### config.mk
export PLATFORM = sky130hd
export DESIGN_NAME = timer_subsys
export DESIGN_NICKNAME = d
export VERILOG_FILES = /design/src/hw/timer_pkg.sv /design/src/hw/timer_bus_if.sv /design/src/hw/timer_channel.sv /design/src/hw/timer_ctrl.sv /design/src/hw/timer_subsys.sv
export SDC_FILE = /design/constraint.sdc
export NUM_CORES = 1
export LEC_CHECK = 0
export ABC_CLOCK_PERIOD_IN_PS = 4350
export BUFFER_PORTS_ARGS = -buffer_cell sky130_fd_sc_hd__buf_2
export CAP_MARGIN = 10
export CORE_ASPECT_RATIO = 1.25
export CORE_MARGIN = 2
export CORE_UTILIZATION = 31
export DETAILED_ROUTE_END_ITERATION = 7
export GPL_ROUTABILITY_DRIVEN = 0
export GPL_TIMING_DRIVEN = 0
export PLACE_DENSITY = 0.47
export SYNTH_ARGS = -nofsm -noshare
export SYNTH_HDL_FRONTEND = slang
export SYNTH_HIERARCHICAL = 1
export SYNTH_SLANG_ARGS = --single-unit
### constraint.sdc
create_clock -name clk_i -period 4.35 [get_ports clk_i]
set_input_delay 0.435 -clock clk_i [delete_from_list [all_inputs] [get_ports clk_i]]
set_output_delay 0.435 -clock clk_i [all_outputs]
set_load 0.02 [all_outputs]
### src/hw/timer_pkg.sv
`default_nettype none

package timer_pkg;

  // ##########################################################
  // sizes.
  localparam int NUM_CHAN = 4;
  localparam int DATA_W   = 32;
  localparam int SEL_W    = 4;
  localparam int ADR_W    = 6;
  // word index is adr[5:2].
  localparam int WORD_W   = ADR_W - 2;

  // ##########################################################
  // word addresses.
  localparam logic [WORD_W-1:0] ADR_CTRL     = WORD_W'(0);
  localparam logic [WORD_W-1:0] ADR_STATUS   = WORD_W'(1);
  localparam logic [WORD_W-1:0] ADR_CMP_BASE = WORD_W'(4);
  localparam logic [WORD_W-1:0] ADR_CNT_BASE = WORD_W'(8);
  localparam logic [WORD_W-1:0] ADR_COUNTER  = WORD_W'(12);

  // control word, written by byte lane and read as fields.
  typedef union packed {
    logic [DATA_W-1:0] raw;
    struct packed {
      logic [DATA_W-2*NUM_CHAN-1:0] spare;
      logic [NUM_CHAN-1:0]          irq_mask;
      logic [NUM_CHAN-1:0]          chan_en;
    } f;
  } ctrl_word_u;

  // selected bytes from new_word, the rest from old_word.
  function automatic logic [DATA_W-1:0] byte_merge(
    input logic [DATA_W-1:0] old_word,
    input logic [DATA_W-1:0] new_word,
    input logic [SEL_W-1:0]  sel
  );
    logic [DATA_W-1:0] merged;
    merged = old_word;
    for (int b = 0; b < SEL_W; b++)
    begin
      if (sel[b])
        merged[8*b +: 8] = new_word[8*b +: 8];
    end
    return merged;
  endfunction

endpackage

`default_nettype wire

### src/hw/timer_bus_if.sv
`default_nettype none
`timescale 1ns/100ps

module timer_bus_if
  import timer_pkg::*;
(
  input  logic                             clk_i,
  input  logic                             rst_i,
  // wishbone classic slave.
  input  logic                             cyc_i,
  input  logic                             stb_i,
  input  logic                             we_i,
  input  logic [ADR_W-1:0]                 adr_i,
  input  logic [SEL_W-1:0]                 sel_i,
  input  logic [DATA_W-1:0]                dat_i,
  output logic [DATA_W-1:0]                dat_o,
  output logic                             ack_o,
  // write strobes and write payload.
  output logic                             ctrl_wr_o,
  output logic                             status_wr_o,
  output logic [NUM_CHAN-1:0]              cmp_wr_o,
  output logic [NUM_CHAN-1:0]              cnt_wr_o,
  output logic [DATA_W-1:0]                wr_data_o,
  output logic [SEL_W-1:0]                 wr_sel_o,
  // read-back values.
  input  logic [DATA_W-1:0]                ctrl_i,
  input  logic [DATA_W-1:0]                status_i,
  input  logic [DATA_W-1:0]                counter_i,
  input  logic [NUM_CHAN-1:0][DATA_W-1:0]  cmpval_i,
  input  logic [NUM_CHAN-1:0][DATA_W-1:0]  cntval_i
);

  typedef enum logic [1:0] {S_IDLE, S_BUSY, S_DONE} state_t;

  state_t            state_q;
  state_t            state_d;
  logic              req;
  logic              busy;
  logic              wr_busy;
  logic              we_q;
  logic [WORD_W-1:0] word_q;
  logic [DATA_W-1:0] wr_data_q;
  logic [SEL_W-1:0]  wr_sel_q;
  logic [DATA_W-1:0] rd_data_d;
  logic [DATA_W-1:0] rd_data_q;

  // ##########################################################
  // sequencer.

  assign req = cyc_i && stb_i;

  always_comb
  begin
    state_d = state_q;
    case (state_q)
      S_IDLE:
      begin
        if (req)
          state_d = S_BUSY;
      end
      S_BUSY:
        state_d = S_DONE;
      S_DONE:
        state_d = S_IDLE;
      default:
        state_d = S_IDLE;
    endcase
  end

  always_ff @(posedge clk_i, posedge rst_i)
  begin
    if (rst_i)
      state_q <= S_IDLE;
    else
      state_q <= state_d;
  end

  // request is captured when idle accepts it.
  always_ff @(posedge clk_i)
  begin
    if (state_q == S_IDLE && req)
    begin
      we_q      <= we_i;
      word_q    <= adr_i[ADR_W-1:2];
      wr_data_q <= dat_i;
      wr_sel_q  <= sel_i;
    end
  end

  assign busy      = (state_q == S_BUSY);
  assign wr_busy   = busy && we_q;
  assign ack_o     = (state_q == S_DONE);
  assign wr_data_o = wr_data_q;
  assign wr_sel_o  = wr_sel_q;

  // ##########################################################
  // write decode, one strobe during busy.

  assign ctrl_wr_o   = wr_busy && (word_q == ADR_CTRL);
  assign status_wr_o = wr_busy && (word_q == ADR_STATUS);

  always_comb
  begin
    for (int i = 0; i < NUM_CHAN; i++)
    begin
      cmp_wr_o[i] = wr_busy && (word_q == ADR_CMP_BASE + WORD_W'(i));
      cnt_wr_o[i] = wr_busy && (word_q == ADR_CNT_BASE + WORD_W'(i));
    end
  end

  // ##########################################################
  // read mux, unmapped words read as zero.

  always_comb
  begin
    case (word_q)
      ADR_CTRL:    rd_data_d = ctrl_i;
      ADR_STATUS:  rd_data_d = status_i;
      ADR_COUNTER: rd_data_d = counter_i;
      default:     rd_data_d = '0;
    endcase
    for (int i = 0; i < NUM_CHAN; i++)
    begin
      if (word_q == ADR_CMP_BASE + WORD_W'(i))
        rd_data_d = cmpval_i[i];
      if (word_q == ADR_CNT_BASE + WORD_W'(i))
        rd_data_d = cntval_i[i];
    end
  end

  // latched at the edge that ends busy, so a counter read
  // returns the busy-cycle value.
  always_ff @(posedge clk_i)
  begin
    if (busy && !we_q)
      rd_data_q <= rd_data_d;
  end

  assign dat_o = rd_data_q;

endmodule

`default_nettype wire

### src/hw/timer_channel.sv
`default_nettype none
`timescale 1ns/100ps

module timer_channel
  import timer_pkg::*;
(
  input  logic              clk_i,
  input  logic              rst_i,
  input  logic [DATA_W-1:0] counter_i,
  input  logic              enable_i,
  input  logic              cmp_wr_i,
  input  logic              cnt_wr_i,
  input  logic [DATA_W-1:0] wr_data_i,
  input  logic [SEL_W-1:0]  wr_sel_i,
  output logic              match_o,
  output logic [DATA_W-1:0] cmpval_o,
  output logic [DATA_W-1:0] cntval_o
);

  logic [DATA_W-1:0] cmpval_q;
  logic [DATA_W-1:0] cntval_q;

  // ##########################################################
  // compare register.

  always_ff @(posedge clk_i, posedge rst_i)
  begin
    if (rst_i)
      cmpval_q <= '0;
    else if (cmp_wr_i)
      cmpval_q <= byte_merge(cmpval_q, wr_data_i, wr_sel_i);
  end

  assign match_o = enable_i && (counter_i == cmpval_q);

  // ##########################################################
  // event counter.

  // a match in the same cycle overrides a software write.
  always_ff @(posedge clk_i, posedge rst_i)
  begin
    if (rst_i)
      cntval_q <= '0;
    else if (match_o)
      cntval_q <= cntval_q + 1'b1;
    else if (cnt_wr_i)
      cntval_q <= byte_merge(cntval_q, wr_data_i, wr_sel_i);
  end

  assign cmpval_o = cmpval_q;
  assign cntval_o = cntval_q;

endmodule

`default_nettype wire

### src/hw/timer_ctrl.sv
`default_nettype none
`timescale 1ns/100ps

module timer_ctrl
  import timer_pkg::*;
(
  input  logic                clk_i,
  input  logic                rst_i,
  // register writes.
  input  logic                ctrl_wr_i,
  input  logic                status_wr_i,
  input  logic [DATA_W-1:0]   wr_data_i,
  input  logic [SEL_W-1:0]    wr_sel_i,
  // channel events.
  input  logic [NUM_CHAN-1:0] match_i,
  // read-back and channel control.
  output logic [DATA_W-1:0]   ctrl_o,
  output logic [DATA_W-1:0]   status_o,
  output logic [DATA_W-1:0]   counter_o,
  output logic [NUM_CHAN-1:0] chan_en_o,
  output logic [NUM_CHAN-1:0] irq_o
);

  logic [DATA_W-1:0] counter_q;
  ctrl_word_u        ctrl_q;
  logic [DATA_W-1:0] status_q;
  logic [DATA_W-1:0] status_d;

  // ##########################################################
  // free-running counter.

  always_ff @(posedge clk_i, posedge rst_i)
  begin
    if (rst_i)
      counter_q <= '0;
    else
      counter_q <= counter_q + 1'b1;
  end

  // ##########################################################
  // control word.

  always_ff @(posedge clk_i, posedge rst_i)
  begin
    if (rst_i)
      ctrl_q.raw <= '0;
    else if (ctrl_wr_i)
      ctrl_q.raw <= byte_merge(ctrl_q.raw, wr_data_i, wr_sel_i);
  end

  assign chan_en_o = ctrl_q.f.chan_en;

  // ##########################################################
  // status.

  // written ones toggle the selected bytes, then events set.
  always_comb
  begin
    status_d = status_q;
    if (status_wr_i)
      status_d = byte_merge(status_q, status_q ^ wr_data_i, wr_sel_i);
    for (int i = 0; i < NUM_CHAN; i++)
    begin
      if (match_i[i])
        status_d[i] = 1'b1;
    end
  end

  always_ff @(posedge clk_i, posedge rst_i)
  begin
    if (rst_i)
      status_q <= '0;
    else
      status_q <= status_d;
  end

  // interrupts follow status and mask directly.
  assign irq_o = status_q[NUM_CHAN-1:0] & ctrl_q.f.irq_mask;

  assign ctrl_o    = ctrl_q.raw;
  assign status_o  = status_q;
  assign counter_o = counter_q;

endmodule

`default_nettype wire

### src/hw/timer_subsys.sv
`default_nettype none
`timescale 1ns/100ps

module timer_subsys
  import timer_pkg::*;
(
  input  logic                clk_i,
  input  logic                rst_i,
  input  logic                cyc_i,
  input  logic                stb_i,
  input  logic                we_i,
  input  logic [ADR_W-1:0]    adr_i,
  input  logic [SEL_W-1:0]    sel_i,
  input  logic [DATA_W-1:0]   dat_i,
  output logic [DATA_W-1:0]   dat_o,
  output logic                ack_o,
  output logic [NUM_CHAN-1:0] irq_o
);

  logic                            ctrl_wr;
  logic                            status_wr;
  logic [NUM_CHAN-1:0]             cmp_wr;
  logic [NUM_CHAN-1:0]             cnt_wr;
  logic [DATA_W-1:0]               wr_data;
  logic [SEL_W-1:0]                wr_sel;
  logic [DATA_W-1:0]               ctrl;
  logic [DATA_W-1:0]               status;
  logic [DATA_W-1:0]               counter;
  logic [NUM_CHAN-1:0]             chan_en;
  logic [NUM_CHAN-1:0]             match;
  logic [NUM_CHAN-1:0][DATA_W-1:0] cmpval;
  logic [NUM_CHAN-1:0][DATA_W-1:0] cntval;

  timer_bus_if i_timer_bus_if (
    .clk_i       (clk_i),
    .rst_i       (rst_i),
    .cyc_i       (cyc_i),
    .stb_i       (stb_i),
    .we_i        (we_i),
    .adr_i       (adr_i),
    .sel_i       (sel_i),
    .dat_i       (dat_i),
    .dat_o       (dat_o),
    .ack_o       (ack_o),
    .ctrl_wr_o   (ctrl_wr),
    .status_wr_o (status_wr),
    .cmp_wr_o    (cmp_wr),
    .cnt_wr_o    (cnt_wr),
    .wr_data_o   (wr_data),
    .wr_sel_o    (wr_sel),
    .ctrl_i      (ctrl),
    .status_i    (status),
    .counter_i   (counter),
    .cmpval_i    (cmpval),
    .cntval_i    (cntval)
  );

  timer_ctrl i_timer_ctrl (
    .clk_i       (clk_i),
    .rst_i       (rst_i),
    .ctrl_wr_i   (ctrl_wr),
    .status_wr_i (status_wr),
    .wr_data_i   (wr_data),
    .wr_sel_i    (wr_sel),
    .match_i     (match),
    .ctrl_o      (ctrl),
    .status_o    (status),
    .counter_o   (counter),
    .chan_en_o   (chan_en),
    .irq_o       (irq_o)
  );

  // one compare channel per interrupt bit.
  for (genvar i = 0; i < NUM_CHAN; i++)
  begin : g_chan
    timer_channel i_timer_channel (
      .clk_i     (clk_i),
      .rst_i     (rst_i),
      .counter_i (counter),
      .enable_i  (chan_en[i]),
      .cmp_wr_i  (cmp_wr[i]),
      .cnt_wr_i  (cnt_wr[i]),
      .wr_data_i (wr_data),
      .wr_sel_i  (wr_sel),
      .match_o   (match[i]),
      .cmpval_o  (cmpval[i]),
      .cntval_o  (cntval[i])
    );
  end

endmodule

`default_nettype wire

==> results.ini <==
[outcome]
status=finished, final reports clean

[synth]
syn_area_um2=24900
synthFlopType=dfrtp_1
synth_nets=2479
yosys_warnings=6
synth_enable_flop_cells=73
synth_area_per_cell_um2=10.3
yosysUniqueCellTypes=86
async_reset_ff_share_pct=82.9
ys_ff_latch=427
syn_inst=2427
yosysSeqAreaShare_pct=44.4

[clocking]
postCtsResizedCells=0
clk_latency_ns=0.61
cts_tree=done
cts_buffer_depth=3
root_buffer=clkbuf_16
cts.htree.levels=2
path_clk_slew_ns=0.06
cts_buffers=49
cts_sinks=427

[pwr]
finalPower_mw=10.1
ir_worst_vdd_uv=284
clockPowerShare_pct=43.5
p_sw_mw=2.87
power_leakage_nw=12.1
p_comb_share_pct=9.1
sequentialPowerShare_pct=47.4
powerDensity_nw_per_um2=351
p_int_mw=7.27
switching_share_pct=28.3

[placement]
hpwl_mm=86.7
place.port_buffers=81

[grt]
met3_usage_pct=6.49
grtUsageMet1_pct=33.9
grt_max_degree=65
top_usage_layer=met2
grt_overflow_total=0
grt_pass1_wl_mm=169
grt_pass1_vias=22000
use_met2_pct=45.3
antenna_found_initial=14
gr-usage-all-layers_pct=28.9

[sta]
rsz0062_at_grt=no
worstMarginPinSlew_ns=1.32
fin_crit_sh_pct=99.5
slew_headroom_pct=11.3
slew_violations=0
fmax_mhz=231
fin_skew_ns=0.0259
finalHoldViolations=0
fin_crit_ns=4.33
setup_viol_count_final=0

[cells_and_area]
synthToLayoutAreaGrowth_pct=15.8
drive_gt1_share_pct=19.6
multi_input_area_um2=12900
postLayoutCoreUtil_pct=36.1
fillers=8143
seqCellArea_um2=11100
nets=2656

[die]
die_height_um=321
rows=116
boundaryPins=84
coreArea_um2=79800
start_util_pct=31.2
die_w_um=258
die-area_um2=82600

[setup_path]
critPathMaxFanout=8
crit_path_end_kind=flop
crit_chain=nor2b_1 > nand2_1 > nor3_1 > and2_1 > clkbuf_1 > o31ai_2 > or2_2 > o211a_1
critPathMaxStageDelay_ns=1.18
worstPathArrival_ns=4.83
regToRegSetupSlack_ns=0.02
worstSetupPathType=flop to flop
crit_path_start_kind=flop
crit_required_ns=4.85
slowest_stage=nor3_1

[route]
drt_iter0_drc=2741
vias=22900
antenna_left=0
dr.pass1.iters=6
wl_mm=122
routed_via_density=6.16
wl_per_cell_um=32.8
drc_errors=0

[job]
maxCapViolations=0

[worst_hold_path]
hp-class=primary input to flop

logic make-up after synthesis:
| family | Yosys count | share of synthesized area, % |
|---|---|---|
| adder cells (fa/ha/maj) | 5 | 0.251 |
| buffers and inverters | 178 | 3.77 |
| XOR/XNOR | 186 | 6.54 |
| multiplexers | 278 | 12.4 |
| AO/OA/AOI/OAI | 513 | 14.7 |
| flip-flops | 427 | 44.4 |
| AND/OR/NAND/NOR | 840 | 18.0 |
layout by cell type, fill, tap and decap left out, types with 55 or more instances in the layout:
cell / count
a21oi_1: 138
and3_1: 76
buf_2: 127
dfrtp_1: 354
edfxtp_1: 73
inv_1: 55
mux2_2: 183
mux2i_1: 87
nand2_1: 152
nand3_1: 97
nand4_1: 80
nor2_1: 170
nor3_1: 80
o22ai_1: 64
xnor2_1: 133
power groups by stage:
| stage | sequential, mW | clock, mW | combinational, mW |
|---|---|---|---|
| CTS | 4.78 | 4.48 | 0.903 |
| finish | 4.80 | 4.41 | 0.924 |
| detailed placement | 4.85 | 0 | 0.875 |
| global route | 4.81 | 4.64 | 0.980 |
| floorplan | 4.58 | 0 | 0.581 |
| global placement | 4.85 | 0 | 0.842 |
worst paths after layout:
kind                                                start                               endpoint  depth (start not counted)
max in group asynchronous                           rst_i              i_timer_ctrl/status_o[24]                          4
worst max-delay path            i_timer_bus_if/state_q[0]  g_chan[0].i_timer_channel/cntval_o[5]                          8
worst min-delay path                             sel_i[2]             i_timer_bus_if/wr_sel_o[2]                          1
worst min register to register  i_timer_ctrl/status_o[23]              i_timer_ctrl/status_o[23]                          1
worst max register to register  i_timer_bus_if/state_q[0]  g_chan[0].i_timer_channel/cntval_o[5]                          8
min in group asynchronous                           rst_i              i_timer_bus_if/state_q[1]                          3
metal layers:
metal / up-vias / part of all wire, % / wire [um]
met3: 479 / 8.8 / 10700
li1: 9434 / - / -
met4: 8 / 9.6 / 11700
met5: - / 0.033 / 40
met1: 11400 / 37 / 44900
met2: 1513 / 45 / 54600
state kept, by name (all words and copies together) (netlist names):
name                             cells
i_timer_ctrl/ctrl_o                 32
i_timer_ctrl/counter_o              32
i_timer_bus_if/dat_o                32
i_timer_bus_if/we_q                  1
i_timer_bus_if/word_q                4
i_timer_ctrl/status_o               32
g_chan.i_timer_channel/cntval_o    128
i_timer_bus_if/state_q               2
i_timer_bus_if/wr_sel_o              4
i_timer_bus_if/wr_data_o            32
g_chan.i_timer_channel/cmpval_o    128
cells in the mapped netlist, types with 73 or more instances:
master	n	area, um^2
a21oi_1	138	691
nor3_1	81	405
edfxtp_1	73	2190
mux2i_1	87	871
nor2_1	170	638
dfrtp_1	354	8860
nand2_1	152	571
xnor2_1	133	1160
and3_1	76	475
nand4_1	80	500
nand3_1	97	485
mux2_2	183	2060
per-stage QoR:
| stage | hold slack [ns] | setup slack [ns] | cells | TNS (ns) | cell area, um^2 |
|---|---|---|---|---|---|
| after floorplan | 0.176 | 0.563 | 2427 | 0 | 24900 |
| after global placement | 0.411 | -1.65 | 3570 | -89.67 | 26600 |
| after detailed placement | 0.464 | 0.267 | 3580 | 0 | 26800 |
| after CTS | 0.00000178 | 0.239 | 3705 | 0 | 28800 |
| after global routing | 0.00700 | 0.0935 | 3706 | 0 | 28800 |
| final | 0.0153 | 0.0207 | 3713 | 0 | 28900 |
what timing repair did:
item                                   in CTS  in global routing
endpoints found under the hold margin      48                  0
buffers inserted                            0                  0
hold buffers                               34                  0
worst max-delay path, delay by kind of cell (launching register included):
family / cells / cell delay, ns
compound gates: 2 / 0.35
buf+inv: 1 / 0.36
flops: 1 / 0.39
simple gates: 5 / 3.13
area by class of cell:
class / count / area share (%)
timing repair buffer: 126 / 3.17
clock inverter: 33 / 1.30
buffer: 117 / 2.46
multi-input combinational: 1822 / 44.8
clock buffer: 58 / 4.44
sequential: 427 / 38.3
antenna: 7 / 0.0607
inverter: 61 / 0.837
tap: 1062 / 4.61
Power figures use the tool's default switching activity.
